File: config.mk
export PLATFORM = sky130hd
export DESIGN_NAME = flowBus
export DESIGN_NICKNAME = d
export VERILOG_FILES = /design/src/hw/versatPkg.sv /design/src/hw/flowBus.sv
export SDC_FILE = /design/constraint.sdc
export NUM_CORES = 1
export LEC_CHECK = 0
export ABC_CLOCK_PERIOD_IN_PS = 800
export BUFFER_PORTS_ARGS = -buffer_cell sky130_fd_sc_hd__buf_2
export CORE_AREA = 2 2 102 104
export CTS_BUF_LIST = sky130_fd_sc_hd__clkbuf_8
export DETAILED_ROUTE_END_ITERATION = 10
export DIE_AREA = 0 0 104 106
export GPL_ROUTABILITY_DRIVEN = 0
export PLACE_DENSITY = 0.83
export SYNTH_ARGS = -nofsm -noshare
export SYNTH_HDL_FRONTEND = slang
export SYNTH_SLANG_ARGS = --single-unit
File: constraint.sdc
create_clock -name clk -period 0.8 [get_ports clk]
set_input_delay 0.08 -clock clk [delete_from_list [all_inputs] [get_ports clk]]
set_output_delay 0.08 -clock clk [all_outputs]
set_load 0.01 [all_outputs]
File: src/hw/versatPkg.sv
package versatPkg;

   localparam int DATA_W      = 32;
   localparam int MEM_ADDR_W  = 8;
   localparam int PERIOD_W    = 5;
   localparam int NUM_MEMS    = 2;
   localparam int NUM_FLOW    = 2 * NUM_MEMS;
   localparam int SEL_W       = 3;
   localparam int UNIT_W      = 1;
   localparam int FIELD_W     = 3;
   localparam int HOST_ADDR_W = 16;

   // config field indices
   localparam logic [FIELD_W-1:0] F_ITER   = 3'd0;
   localparam logic [FIELD_W-1:0] F_PERIOD = 3'd1;
   localparam logic [FIELD_W-1:0] F_START  = 3'd2;
   localparam logic [FIELD_W-1:0] F_SHIFT  = 3'd3;
   localparam logic [FIELD_W-1:0] F_INCR   = 3'd4;
   localparam logic [FIELD_W-1:0] F_DELAY  = 3'd5;
   localparam logic [FIELD_W-1:0] F_FLAGS  = 3'd6;
   localparam logic [FIELD_W-1:0] F_RUN    = 3'd7;

   // flag bits of a flags write, just above sel
   localparam int FLAG_WRITE = SEL_W;
   localparam int FLAG_REV   = SEL_W + 1;

   typedef struct packed {
      logic [MEM_ADDR_W-1:0] iterations;
      logic [PERIOD_W-1:0]   period;
      logic [MEM_ADDR_W-1:0] start;
      logic [MEM_ADDR_W-1:0] shift;
      logic [MEM_ADDR_W-1:0] incr;
      logic [PERIOD_W-1:0]   delay;
      logic [SEL_W-1:0]      sel;
      logic                  write;
      logic                  reverse;
   } portCfgT;

   // isCfg is the msb in both views
   typedef struct packed {
      logic                                     isCfg;
      logic [UNIT_W-1:0]                        unit;
      logic [HOST_ADDR_W-UNIT_W-MEM_ADDR_W-2:0] pad;
      logic [MEM_ADDR_W-1:0]                    memAddr;
   } memAccT;

   typedef struct packed {
      logic                                  isCfg;
      logic [UNIT_W-1:0]                     unit;
      logic                                  port;
      logic [FIELD_W-1:0]                    field;
      logic [HOST_ADDR_W-UNIT_W-FIELD_W-3:0] pad;
   } cfgAccT;

   typedef union packed {
      memAccT mem;
      cfgAccT cfg;
   } hostAddrT;

   typedef struct packed {
      logic               valid;
      logic [UNIT_W-1:0]  unit;
      logic               port;
      logic [FIELD_W-1:0] field;
      logic [DATA_W-1:0]  data;
   } cfgWrT;

   typedef struct packed {
      logic                  valid;
      logic [UNIT_W-1:0]     unit;
      logic                  we;
      logic [MEM_ADDR_W-1:0] addr;
      logic [DATA_W-1:0]     data;
   } memReqT;

endpackage

File: src/hw/flowBus.sv
`timescale 1ns/1ps

module flowBus (
   input  logic                                                     clk,
   input  logic                                                     rstN,
   input  logic [versatPkg::NUM_MEMS-1:0][1:0][versatPkg::DATA_W-1:0] portOut,
   input  logic [versatPkg::NUM_MEMS-1:0][1:0]                      done,
   output logic [versatPkg::NUM_FLOW-1:0][versatPkg::DATA_W-1:0]    flowWords,
   output logic                                                     busy
);

   always_ff @(posedge clk)
   begin
      if (!rstN)
      begin
         flowWords <= '0;
         busy      <= 1'b0;
      end
      else
      begin
         // word 2*u is port A of unit u, 2*u+1 port B
         for (int u = 0; u < versatPkg::NUM_MEMS; u++)
         begin
            for (int p = 0; p < 2; p++)
            begin
               flowWords[2*u+p] <= portOut[u][p];
            end
         end
         busy <= |(~done);
      end
   end

endmodule

Word level (Yosys, flattened, before mapping)

Index checks and enable logic that the tools add are counted.

Flip-flop bits (word level): 129
Word-level logic and storage cells: 7

Bitwise logic cells: 1
Reductions and logical operators: 1

Operators by type and width:

| cell               | number |
|---|---|
| NOT 4 bit          | 1 |
| OR reduction 4 bit | 1 |

Longest topological paths before layout

Depth after elaboration: 2
Mapped depth: 3
Gate-level depth less buffers: 2

Worst setup path after synthesis

No wires, ideal clock.

Kind: input to register
Start point: in rstN
End point: reg flowWords[18] in the netlist's numbering
Required time: 685 ps
Path buffers: 2
Setup time: 115 ps
Arrival time: 455 ps
Slack: 230 ps
Stages: 3
Cells stage by stage: buf_2 buf_6 and2_1

RTL lines:

| element                         | RTL line      | text |
|---|---|---|
| from (decl)                     | flowBus.sv:5  | `input logic rstN,` |
| to (signal, indexed assignment) | flowBus.sv:26 | `flowWords[2*u+p] <= portOut[u][p];` |
| to (decl)                       | flowBus.sv:8  | `output logic [versatPkg::NUM_FLOW-1:0][versatPkg::DATA_W-1:0] flowWords,` |

No word-level cell between the ends.

Final worst setup path

Start point: reg flowWords[52] in the netlist's numbering
End point: out flowWords[52] in the netlist's numbering

No word-level cell between the ends.

==> metrics.yaml <==
floorplan:
  die_h_microns: 106
  core-area_sq_um: 10000
  die_x_microns: 104
  initial_core_util_pct: 35.4
  rows: 37
  die-area_sq_um: 11000
  pin_count: 263
grt:
  top_usage_layer: "met2"
  grt_usage_pct: 20.8
  grtUsageMet1_pct: 19.2
  grt_max_degree: 66
  overflow: 0
  grt_pass1_vias: 3654
  grt_pass1_wl_microns: 17500
  grt_antenna_before_repair: 0
  use_met2_pct: 38.5
  met3_usage_pct: 8.22
clocking:
  cts-root-buf: "clkbuf_8"
  htreeDepth: 4
  cts_buffers: 17
  cts_tree: "yes"
  clkTransAtPathRegs_ns: 0.08
  clock_sinks: 129
  clock_path_buffers: 2
  cts_setup_buffers: 0
sta:
  holdWs_ns: 0.158
  fmax_mhz: 1030
  slew_violations: 0
  fin_ws_ns: -0.170
  min_period_ns: 0.970
  post-route-period-util_pct: 121
  setup_viol: 129
  rsz0062_at_grt: "true"
  finalHoldViolCount: 0
  worstMarginPinSlew_ns: 0.191
  slew_headroom_pct: 87.3
worst_setup_path:
  end_kind: "output port"
  path_class: "reg2out"
  critPathTopFamily: "flip-flops"
  crit_slowest_cell: "dfxtp_1"
  worst_ep_required_time_ns: 0.72
  crit_path_max_fanout: 1
  cp-start-kind: "flip-flop"
  crit_buf_inv: 1
  cp.arrival_ns: 0.89
  path_cells: "buf_2"
  crit_path_max_incr_delay_ns: 0.34
  path_depth: 1
synthesis:
  synth.distinct_cells: 6
  syn_inst: 273
  syn_nets: 407
  synth_area_leaders: "dfxtp_1 (73%), and2_1 (23%), buf_6 (3.8%)"
  syn_area_sq_um: 3540
  synth_largest_area_cell: "dfxtp_1"
  yosysWarnings: 0
  avgSynthCellArea_sq_um: 13.0
  synth_top_area_share_pct: 72.9
  ys_seq_area_share_pct: 72.9
  synth-seq-cells: 129
routing:
  drt_first_iter_violations: 53
  vias_per_cell: 4.14
  wl_per_cell_microns: 15.1
  drtPass1Iterations: 5
  final_antenna_net_count: 0
  drt_wl_total_microns: 12500
  vias: 3408
  drc_errors: 0
finish:
  final-seq-area_sq_um: 2670
  area.growth.synth_to_final_pct: 104
  multi_input_area_sq_um: 810
  nFillCells: 607
  fin_area_sq_um: 7220
  finalNetCount: 809
  drive_gt1_share_pct: 52.2
  antennaDiodeCount: 0
  final_util_pct: 72.2
worst_hold_path:
  min_path_cells: 3
  hold_path.class: "in2reg"
place:
  post-place-ws_ns: 0.0824
  port_buffers: 262
  hpwl_microns: 6160
  dpl_cell_area_sq_um: 4920
power:
  switching_power_w: 0.00338
  leakagePower_nw: 3.49
  p_per_area_nw_per_um2: 2140
  pwr-share-seq_pct: 44.9
  p_comb_share_pct: 12.5
  p_int_w: 0.0121
  irDropWorstVdd_mv: 1.57
  clkPwrFrac_pct: 42.6
  p_sw_share_pct: 21.9
outcome:
  violations: "setup timing"
  status: "finished with violations"
run:
  timing.max_cap.violations: 0
==> flip-flops by register name, indices dropped and copies added, names as in the netlist <==
register   flops
busy           1
flowWords    128
==> path summary, 6_finish.rpt <==
path	start	end	slack [ns]
max	flowWords[52]	flowWords[52]	-0.17
min	rstN	flowWords[106]	0.16
==> per-stage QoR <==
stage / power (W) / setup TNS (ns) / cells
finish: 0.0154 / -16.87 / 824
global placement: 0.00812 / 0 / 659
detailed placement: 0.00815 / 0 / 659
CTS: 0.0153 / -21.06 / 824
global route: 0.0160 / -22.72 / 824
floorplan: 0.00750 / 0 / 273
==> area by class of cell <==
cell class | instances | area share, %
clock buffers | 17 | 3.24
repair buffers | 397 | 42.9
inverters | 1 | 0.0520
well taps | 136 | 2.36
clock inverters | 15 | 3.36
flip-flops and latches | 129 | 36.9
multi-input cells | 129 | 11.2
==> placed cells by master, fill, tap and decap left out <==
cell type	netlist	routed
inv_6	0	1
clkbuf_8	0	17
buf_6	12	66
inv_1	1	4
dfxtp_1	129	63
dfxtp_2	0	66
buf_12	0	2
clkinvlp_4	0	1
bufinv_16	0	6
dlygate4sd3_1	0	133
and2_1	128	128
clkinv_4	0	4
buf_2	2	196
a41oi_1	1	1
==> repair_timing <==
action | CTS | global route
endpoints found under the hold margin | 129 | 0
gates resized for setup | 44 | 89
setup endpoints to repair | 129 | 129
hold buffers | 133 | 0
==> cell usage after synthesis, drive strengths merged <==
cell / n
a41oi: 1
buf: 14
dfxtp: 129
inv: 1
and2: 128
==> kinds of logic after synthesis <==
logic type | Yosys count | share of synthesized area, %
AOI/OAI and AO/OA | 1 | 0.247
buffers and inverters | 15 | 4.20
DFF | 129 | 72.9
and+or+nand+nor | 128 | 22.6
==> per-layer routing <==
metal  share of wire (%)  vias up
met5                   0        -
met4                 4.0        0
met3                 8.7       42
met2                  52      195
met1                  35     1541
li1                    -     1630
==> power groups by stage <==
stage / Clock [W] / Sequential (W) / Combinational [W]
after floorplan: 0 / 0.00719 / 0.000316
after global placement: 0 / 0.00699 / 0.00113
after detailed placement: 0 / 0.00700 / 0.00116
after CTS: 0.00667 / 0.00688 / 0.00173
after global routing: 0.00700 / 0.00696 / 0.00206
final: 0.00658 / 0.00694 / 0.00193
No activity file was read; power rests on OpenSTA's default activity.
