`src/hw/versatPkg.sv`:
```
package versatPkg;

   localparam int DATA_W      = 32;
   localparam int MEM_ADDR_W  = 8;
   localparam int PERIOD_W    = 5;
   localparam int NUM_MEMS    = 2;
   localparam int NUM_FLOW    = 2 * NUM_MEMS;
   localparam int SEL_W       = 3;
   localparam int UNIT_W      = 1;
   localparam int FIELD_W     = 3;
   localparam int HOST_ADDR_W = 16;

   // config field indices
   localparam logic [FIELD_W-1:0] F_ITER   = 3'd0;
   localparam logic [FIELD_W-1:0] F_PERIOD = 3'd1;
   localparam logic [FIELD_W-1:0] F_START  = 3'd2;
   localparam logic [FIELD_W-1:0] F_SHIFT  = 3'd3;
   localparam logic [FIELD_W-1:0] F_INCR   = 3'd4;
   localparam logic [FIELD_W-1:0] F_DELAY  = 3'd5;
   localparam logic [FIELD_W-1:0] F_FLAGS  = 3'd6;
   localparam logic [FIELD_W-1:0] F_RUN    = 3'd7;

   // flag bits of a flags write, just above sel
   localparam int FLAG_WRITE = SEL_W;
   localparam int FLAG_REV   = SEL_W + 1;

   typedef struct packed {
      logic [MEM_ADDR_W-1:0] iterations;
      logic [PERIOD_W-1:0]   period;
      logic [MEM_ADDR_W-1:0] start;
      logic [MEM_ADDR_W-1:0] shift;
      logic [MEM_ADDR_W-1:0] incr;
      logic [PERIOD_W-1:0]   delay;
      logic [SEL_W-1:0]      sel;
      logic                  write;
      logic                  reverse;
   } portCfgT;

   // isCfg is the msb in both views
   typedef struct packed {
      logic                                     isCfg;
      logic [UNIT_W-1:0]                        unit;
      logic [HOST_ADDR_W-UNIT_W-MEM_ADDR_W-2:0] pad;
      logic [MEM_ADDR_W-1:0]                    memAddr;
   } memAccT;

   typedef struct packed {
      logic                                  isCfg;
      logic [UNIT_W-1:0]                     unit;
      logic                                  port;
      logic [FIELD_W-1:0]                    field;
      logic [HOST_ADDR_W-UNIT_W-FIELD_W-3:0] pad;
   } cfgAccT;

   typedef union packed {
      memAccT mem;
      cfgAccT cfg;
   } hostAddrT;

   typedef struct packed {
      logic               valid;
      logic [UNIT_W-1:0]  unit;
      logic               port;
      logic [FIELD_W-1:0] field;
      logic [DATA_W-1:0]  data;
   } cfgWrT;

   typedef struct packed {
      logic                  valid;
      logic [UNIT_W-1:0]     unit;
      logic                  we;
      logic [MEM_ADDR_W-1:0] addr;
      logic [DATA_W-1:0]     data;
   } memReqT;

endpackage

```
`src/hw/hostDecoder.sv`:
```
`timescale 1ns/1ps

module hostDecoder (
   input  logic                                                clk,
   input  logic                                                rstN,
   input  logic                                                hostValid,
   input  logic                                                hostWe,
   input  versatPkg::hostAddrT                                 hostAddr,
   input  logic [versatPkg::DATA_W-1:0]                        hostWdata,
   output versatPkg::cfgWrT                                    cfgWr,
   output versatPkg::memReqT                                   memReq,
   input  logic [versatPkg::NUM_MEMS-1:0][versatPkg::DATA_W-1:0] unitPortA,
   output logic [versatPkg::DATA_W-1:0]                        hostRdata,
   output logic                                                hostRvalid
);

   logic [versatPkg::UNIT_W-1:0] rdUnit;

   // config view, writes only
   always_comb
   begin
      cfgWr.valid = hostValid && hostAddr.cfg.isCfg && hostWe;
      cfgWr.unit  = hostAddr.cfg.unit;
      cfgWr.port  = hostAddr.cfg.port;
      cfgWr.field = hostAddr.cfg.field;
      cfgWr.data  = hostWdata;
   end

   // memory view
   always_comb
   begin
      memReq.valid = hostValid && !hostAddr.mem.isCfg;
      memReq.unit  = hostAddr.mem.unit;
      memReq.we    = hostWe;
      memReq.addr  = hostAddr.mem.memAddr;
      memReq.data  = hostWdata;
   end

   always_ff @(posedge clk)
   begin
      if (!rstN)
         hostRvalid <= 1'b0;
      else
         hostRvalid <= hostValid && !hostAddr.mem.isCfg && !hostWe;
   end

   always_ff @(posedge clk)
   begin
      rdUnit <= hostAddr.mem.unit;
   end

   // ram output lands the cycle after the strobe
   assign hostRdata = unitPortA[rdUnit];

endmodule

```
`config.mk`:
```
export PLATFORM = sky130hd
export DESIGN_NAME = hostDecoder
export DESIGN_NICKNAME = d
export VERILOG_FILES = /design/src/hw/versatPkg.sv /design/src/hw/hostDecoder.sv
export SDC_FILE = /design/constraint.sdc
export NUM_CORES = 1
export LEC_CHECK = 0
export BUFFER_PORTS_ARGS = -buffer_cell sky130_fd_sc_hd__buf_4
export CAP_MARGIN = 20
export CORE_AREA = 2 2 88 90
export DETAILED_ROUTE_END_ITERATION = 16
export DIE_AREA = 0 0 90 92
export PLACE_DENSITY_LB_ADDON = 0.08
export SYNTH_ARGS = -nofsm -noshare
export SYNTH_HDL_FRONTEND = slang
export SYNTH_SLANG_ARGS = --single-unit
```
`constraint.sdc`:
```
create_clock -name clk -period 0.8 [get_ports clk]
set_input_delay 0 -clock clk [delete_from_list [all_inputs] [get_ports clk]]
set_output_delay 0 -clock clk [all_outputs]
set_load 0.03 [all_outputs]
```
* After elaboration in Yosys (flattened, before gate mapping)
Index checks and enable logic that the tools add are counted.
Storage, ports and cells: register bits 2, input bits 116, output and inout port bits 114, logic and storage cells 11
Operators by class: order comparisons 1, muxes and demuxes 2, reductions and logical operators 6
Operators with widths (count):
- 32-bit two-way mux | 2
- 1-bit logical AND | 4
- 1-bit zero test | 2
- 1-bit by 2-bit < comparator with 1-bit output (second input constant) | 1

* Logic depth before layout (Yosys ltp)
Gate-level depths: netlist of run 1.
depth after elaboration 3, mapped depth 3, gate-level depth less buffers 1

* Least setup slack after synthesis of run 1
No wires, ideal clock.
path kind reg-to-output, from register rdUnit, to output port hostRdata[0] in the netlist's numbering, arrival 922 ps, required time 800 ps, path slack -122 ps, cell stages (with the launch flop) 4, buffers on the path 2, path through dfxtp_1 buf_6 buf_12 mux2_4
Between the ends: cells in the longest elaborated chain, start to end 2
Ends and longest elaborated chain:
- start: declaration | line hostDecoder.sv:17 | logic [versatPkg::UNIT_W-1:0] rdUnit;
- start signal: assignment | line hostDecoder.sv:49 | rdUnit <= hostAddr.mem.unit;
- 32-bit two-way mux (implied by the code) (2 in a row) | line hostDecoder.sv:53 | assign hostRdata = unitPortA[rdUnit];
- end: declaration | line hostDecoder.sv:13 | output logic [versatPkg::DATA_W-1:0] hostRdata,
No other way between the ends. The select of a mux whose other input is x is not followed.

* Worst setup path in the final report of run 1
from register rdUnit, to output port hostRdata[5] in the netlist's numbering
Same word-level chain as after synthesis.

==> impl_metrics.toml, run 1 <==
[clock_network]
cts_tree = "done"
cts-htree-levels = 1
root_buffer = "clkbuf_8"
hold_buffers = 1
cts_sinks = 2
cts_buffer_depth = 2
clk_pin_slew_ps = 30
numCtsBuffers = 3
cts_post_setup_buffers_inserted = 0

[floorplanning]
die_w_um = 90
die-area_um2 = 8280
die_h_um = 92
coreArea_um2 = 7450
pin_count = 230
initial_utilization_pct = 16.1
fp-row-count = 32

[synthesis]
synthTopCellsByCount = "buf_4, mux2_4, buf_12, dfxtp_1, mux2_2"
synth_seq_area_share_pct = 3.34
syn_area_um2 = 1200
postSynthCellCount = 120
ys_types = 9
syn_nets = 236
synth.most_common_cell = "buf_4"
ys_ff_latch = 2
async_flop_share_pct = 0
synth.area.top_cells = "buf_4, mux2_4, buf_12"
synth_warnings = 0
synth_ff_type = "dfxtp_1"
post-synth-top-area-fraction_pct = 49.4
synth_area_leader_cell = "buf_4"
synth-edff-count = 0
synth.avg_cell_area_um2 = 10.0

[placement]
place_congestion = 0.781
port_buffers = 107
dp_slack_ps = -294
placed_area_um2 = 1500

[grt]
grt_util_all_layers_pct = 8.19
grt_pass1_wl_um = 5400
first_global_vias = 976
grt_max_degree = 16
overflow = 0
antenna_found_initial = 0

[pwr]
p_total_mw = 1.69
vdd_ir_drop_max_mv = 0.414
leakage_nw = 0.890
powerDensity_nw_per_um2 = 996

[sta]
timing.fmax_ghz = 0.802
hold_ws_ps = -13.4
post-route-period-util_pct = 156
max_slew_margin_pct = 81.8
finalSetupTns_ps = -13800
hold_viol = 1
setup_violations = 32
rsz0062_at_grt = "true"
finalMaxSlewViolations = 0
worstMarginPinSlew_ps = 270
min_period_ps = 1250
setup_ws_ps = -448

[layout]
layout-drive-gt1-share_pct = 96.7
synthToLayoutAreaGrowth_pct = 41.4
final_util_pct = 22.8
finalInstanceArea_um2 = 1700
n_fill_cell = 832
antenna_cells = 0
final_net_count = 269

[setup_path]
path_class = "reg2out"
cp_max_fo = 15
cp.required_ps = 800
worstSetupStartpointType = "register"
critPathArrivalTime_ps = 1250
cp-end-kind = "output pin"

[detailed_routing]
vias = 892
drcViolationCount = 0
antenna_left = 0
wirelength_um = 3720
drtPass1Iterations = 3
avgViaCountPerCell = 3.53
wl_per_cell_um = 14.7
drtIter0Drc = 18

[min_path]
hold_class = "in2reg"

[flow_run]
max_cap_viol_count = 0

[status]
violations = "hold timing, setup timing"
status = "finished with violations"
==> report_power, final <==
part	switching, mW	internal (mW)	total [mW]
Clock	0.0784	0.318	0.397
Combinational	0.506	0.678	1.18
Sequential	0.00687	0.103	0.110
==> metrics by stage <==
stage          hold slack [ps]  cells
6_report                 -13.4    253
4_1_cts                  -16.8    253
3_3_place_gp             0.222    248
5_1_grt                  -9.75    253
2_1_floorplan             27.7    120
3_5_place_dp             0.222    248
==> worst paths after layout <==
| check | endpoint | slack, ps | startpoint | depth (start not counted) |
|---|---|---|---|---|
| max | hostRdata[5] | -450 | rdUnit$_DFF_P_ | 3 |
| min | hostRvalid$_SDFF_PN0_ | -10 | hostAddr[15] | 2 |
==> sequential cells by signal, indices dropped and copies added, names as in the netlist <==
register / flops
rdUnit: 1
hostRvalid: 1
==> cell type report <==
| class | instances | area [µm²] | share of cell area, % |
|---|---|---|---|
| Sequential cell | 2 | 43.8 | 2.58 |
| Timing Repair Buffer | 111 | 988 | 58.3 |
| Multi-Input combinational cell | 35 | 495 | 29.2 |
| Clock buffer | 3 | 41.3 | 2.43 |
| Tap cell | 102 | 128 | 7.52 |
==> layout by cell type (no fill, tap or decap) <==
cell,Yosys,layout
buf_4,79,76
mux2_2,2,2
buf_6,1,32
dfxtp_4,0,1
mux2_4,30,30
dfxtp_1,2,1
and3_1,1,1
clkbuf_8,0,3
buf_16,0,1
dlygate4sd3_1,0,1
buf_12,3,1
nor4bb_1,1,1
nor2b_1,1,1
==> cell families (layout without fill, tap and decap cells) <==
kind of cell  count (synthesis)  in the layout  share of synthesized area, %
simple gates                  3              3                          1.88
flops                         2              2                          3.34
mux                          32             32                          39.4
buf+inv                      83            114                          55.4
==> critical path, cell delays in order (launching register included) <==
cell	delay (ps)
dfxtp_4	380
buf_12	190
mux2_4	320
buf_6	140
==> routing by layer <==
metal / vias to the layer above / GRT usage, % / share of wire, %
met4: 0 / 6.28 / 5.5
met5: - / 0 / 0
met1: 392 / 6.95 / 30
met3: 34 / 4.03 / 12
li1: 375 / - / -
met2: 91 / 14.7 / 51
==> what timing repair did <==
action | CTS | global route
gates cloned | 1 | 0
pin swaps | 0 | 0
endpoints found under the setup margin | 32 | 32
resized for setup | 34 | 0
hold endpoints to repair | 2 | 1
Note: power is estimated with default switching activity, not from simulation.
==> run 2, diff against run 1 <==
--- a/config.mk
+++ b/config.mk
@@ -11,6 +11,7 @@
 export DETAILED_ROUTE_END_ITERATION = 16
 export DIE_AREA = 0 0 90 92
 export PLACE_DENSITY_LB_ADDON = 0.08
+export SETUP_SLACK_MARGIN = 0.4
 export SYNTH_ARGS = -nofsm -noshare
 export SYNTH_HDL_FRONTEND = slang
 export SYNTH_SLANG_ARGS = --single-unit
==> run 2 against run 1 <==
  * The run still ends with hold timing, setup timing left
  * Flip-flop and latch count unchanged
  * Die area unchanged
  * Clock power decreased by 2%
  * Clock-buffer cell count unchanged
==> impl_metrics.toml, run 2 (same netlist as run 1, synthesis figures left out) <==
[layout]
final_net_count = 275
finalInstanceArea_um2 = 1870
layout-drive-gt1-share_pct = 99.4
layout_common_cells = "buf_4, buf_6, mux2_4, buf_16"
antenna_cells = 0
fin_cells = 259
n_fill_cell = 829
synthToLayoutAreaGrowth_pct = 55.6
final_common_cell = "buf_4"
top_regs = "hostRvalid (1), rdUnit (1)"

[pwr]
vdd_ir_drop_max_mv = 0.526
powerDensity_nw_per_um2 = 957
leakage_nw = 0.969

[floorplanning]
initial_utilization_pct = 16.1
die_w_um = 90
pin_count = 230
fp-row-count = 32
die-area_um2 = 8280
coreArea_um2 = 7450
die_h_um = 92

[sta]
hold_ws_ps = -74.5
rsz0062_at_grt = "true"
setup_ws_ps = -471
min_period_ps = 1270
worstMarginPinSlew_ps = 191
max_slew_margin_pct = 87.1
post-route-period-util_pct = 159
hold_viol = 2
timing.fmax_ghz = 0.787
finalMaxSlewViolations = 0
setup_violations = 32

[detailed_routing]
antenna_left = 0
wirelength_um = 3910
drtIter0Drc = 4
avgViaCountPerCell = 3.43
drtPass1Iterations = 3
drcViolationCount = 0
wl_per_cell_um = 15.1
vias = 889

[setup_path]
cp_max_fo = 5
critPathArrivalTime_ps = 1270
path_class = "reg2out"
cp.required_ps = 800
worstSetupStartpointType = "register"
cp-end-kind = "output pin"

[clock_network]
cts_sinks = 2
cts-htree-levels = 1
cts_buffer_depth = 2
clk_pin_slew_ps = 30
cts_tree = "done"
numCtsBuffers = 3
root_buffer = "clkbuf_8"

[status]
status = "finished with violations"
violations = "hold timing, setup timing"

[min_path]
hold_class = "in2reg"
hold_depth = 1

[flow_run]
max_cap_viol_count = 0

[grt]
grt_pass1_wl_um = 5740
antenna_found_initial = 0
first_global_vias = 1018
grt_util_all_layers_pct = 8.71
overflow = 0
grt_max_degree = 7

[placement]
place_congestion = 0.672
dp_slack_ps = -289
placed_area_um2 = 1520
port_buffers = 107
dp.cells = 249
hpwlAfterDp_um = 3220
==> run 2: changes by cell type in the layout (fill, tap and decap cells not counted), sizes merged <==
cell and delta:
buf +7, dlygate4sd3 -1
==> run 2: metrics by stage <==
stage	util [%]	setup TNS [ps]	power, mW	hold WS (ps)
global placement	20.4	-7210	1.20	0.222
CTS	25.0	-15180	1.81	-72.9
detailed placement	20.4	-7930	1.20	0.222
finish	25.1	-14800	1.79	-74.5
floorplan	-	-3500	1.43	27.7
global route	25.1	-16020	1.88	-75.2
==> run 2: cell type report <==
| cell class | instances | area (µm²) | area share (%) |
|---|---|---|---|
| clock buffers | 3 | 41.3 | 2.21 |
| multi-input cells | 35 | 510 | 27.3 |
| flip-flops and latches | 2 | 45.0 | 2.41 |
| well taps | 102 | 128 | 6.84 |
| repair buffers | 117 | 1140 | 61.2 |
==> run 2: worst paths after layout <==
| path | from | to | slack, ps |
|---|---|---|---|
| worst max-delay path | rdUnit$_DFF_P_ | hostRdata[30] | -470 |
| worst min-delay path | hostAddr[14] | rdUnit$_DFF_P_ | -70 |
==> run 2: power by group <==
part	switching (mW)	internal [mW]	total [mW]
clock	0.0726	0.318	0.390
sequential	0.00520	0.104	0.109
combinational	0.530	0.758	1.29
total	0.607	1.18	1.79
==> run 2: critical path: stages, from the launching register on <==
cell and delay [ps]:
dfxtp_4 360, buf_6 140, buf_16 130, mux2_4 300, buf_6 140
==> run 2: layer usage <==
layer	share of wire, %	global-route usage (%)
met1	31	7.89
met2	52	16.0
met3	13	4.27
met4	3.7	4.49
met5	0	0
==> run 2: repair_timing <==
action / in CTS / in global routing
gates resized for setup: 46 / 1
cloned: 4 / 0
pin swaps: 1 / 0
setup endpoints to repair: 35 / 34
buffers inserted: 3 / 0
hold endpoints to repair: 2 / 2
==> run 3, diff against run 2 <==
--- a/config.mk
+++ b/config.mk
@@ -11,7 +11,7 @@
 export DETAILED_ROUTE_END_ITERATION = 16
 export DIE_AREA = 0 0 90 92
 export PLACE_DENSITY_LB_ADDON = 0.08
-export SETUP_SLACK_MARGIN = 0.4
+export SETUP_SLACK_MARGIN = 0.15
 export SYNTH_ARGS = -nofsm -noshare
 export SYNTH_HDL_FRONTEND = slang
 export SYNTH_SLANG_ARGS = --single-unit
==> run 3 against run 2 <==
  * The flow still finishes with violations (hold timing, setup timing)
  * Critical path depth shrank 1
  * Flip-flop and latch count unchanged
  * Total power shrank 5.3%
  * Via count grew 0.34%
  * Setup slack gained 24 ps
  * Wire length down 4.9%
  * Combinational power is 9% lower
  * Die area stayed put
  * Global-route usage fell by 0.52 points
  * Non-clock buffer count fell by 6
  * Final area decreased by 8.8%
  * Critical endpoint is now hostRdata[5]
==> impl_metrics.toml, run 3 (same netlist as run 1, synthesis figures left out) <==
[sta]
finalMaxSlewViolations = 0
setup_violations = 32
setup_ws_ps = -448
post-route-period-util_pct = 156
max_slew_margin_pct = 81.8
rsz0062_at_grt = "true"
hold_viol = 1
worstMarginPinSlew_ps = 270
timing.fmax_ghz = 0.802
hold_ws_ps = -20.9
min_period_ps = 1250

[floorplanning]
initial_utilization_pct = 16.1
die_w_um = 90
die_h_um = 92
die-area_um2 = 8280
coreArea_um2 = 7450
fp-row-count = 32
pin_count = 230

[grt]
grt_pass1_wl_um = 5400
grt_max_degree = 16
first_global_vias = 976
grt_util_all_layers_pct = 8.19
antenna_found_initial = 0
overflow = 0

[setup_path]
critPathArrivalTime_ps = 1250
crit_slowest_cell = "dfxtp_4"
path_class = "reg2out"
cp_max_fo = 15
crit_path_max_incr_delay_ps = 380
worstSetupStartpointType = "register"
cp-end-kind = "output pin"
path_cells = "buf_12 > mux2_4 > buf_6"
cp.required_ps = 800

[layout]
final_util_pct = 22.8
top_regs = "hostRvalid (1), rdUnit (1)"
layout_common_cells = "buf_4, buf_6, mux2_4, clkbuf_8, mux2_2"
final_net_count = 269
antenna_cells = 0
synthToLayoutAreaGrowth_pct = 41.8
final_common_cell = "buf_4"
layout-drive-gt1-share_pct = 97.4
finalInstanceArea_um2 = 1700

[min_path]
hold_class = "in2reg"

[detailed_routing]
wl_met2_um = 1920
highest_layer = "met4"
wirelength_um = 3720
avgViaCountPerCell = 3.53
drtPass1Iterations = 3
antenna_left = 0
wl_met3_um = 464
drcViolationCount = 0
drtIter0Drc = 18
wl_per_cell_um = 14.7
wl_met1_um = 1130
vias = 892

[clock_network]
cts-htree-levels = 1
cts_sinks = 2
numCtsBuffers = 3
cts_tree = "done"
root_buffer = "clkbuf_8"
hold_buffers = 1
cts_buffer_depth = 2
clk_pin_slew_ps = 30
cts_post_setup_buffers_inserted = 0

[pwr]
powerDensity_nw_per_um2 = 994
vdd_ir_drop_max_mv = 0.415
leakage_nw = 0.891

[placement]
port_buffers = 107
placed_area_um2 = 1500
place_congestion = 0.781

[status]
status = "finished with violations"
violations = "hold timing, setup timing"

[flow_run]
max_cap_viol_count = 0
run 3: power by group:
group | internal [mW] | switching [mW]
Sequential | 0.104 | 0.00713
Clock | 0.318 | 0.0784
Combinational | 0.678 | 0.506
Total | 1.10 | 0.591
run 3: final cells by class:
| class | instances | area, µm² |
|---|---|---|
| Sequential cell | 2 | 45.0 |
| Clock buffer | 3 | 41.3 |
| Multi-Input combinational cell | 35 | 495 |
| Fill cell | 831 | 5750 |
| Timing Repair Buffer | 111 | 992 |
| Tap cell | 102 | 128 |
run 3: layer usage:
layer / vias up / global-route usage [%]
met1: 392 / 6.95
li1: 375 / -
met5: - / 0
met4: 0 / 6.28
met2: 91 / 14.7
met3: 34 / 4.03
run 3: what timing repair did:
action,in CTS,in global routing
endpoints found under the setup margin,33,33
resized for setup,36,0
endpoints found under the hold margin,2,1
gates cloned,1,0
run 3: worst paths after layout:
check | depth (start not counted) | end | start | slack (ps)
setup / recovery | 3 | hostRdata[5] | rdUnit$_DFF_P_ | -450
hold / removal | 2 | hostRvalid$_SDFF_PN0_ | hostAddr[15] | -20
run 3: stage by stage:
step / hold WS [ps] / TNS, ps / power [mW] / setup slack, ps / std cells
5_1_grt: -17.3 / -15100 / 1.78 / -490 / 253
3_3_place_gp: 0.222 / -8410 / 1.18 / -278 / 248
6_report: -20.9 / -13800 / 1.69 / -448 / 253
4_1_cts: -24.3 / -14430 / 1.72 / -467 / 253
3_5_place_dp: 0.222 / -8840 / 1.18 / -294 / 248
2_1_floorplan: 27.7 / -3500 / 1.43 / -114 / 120
run 3: worst max-delay path: cells and delay by family, from the launching register on:
family	cells	cell delay (ps)
muxes	1	320
DFF	1	380
buffers and inverters	2	330
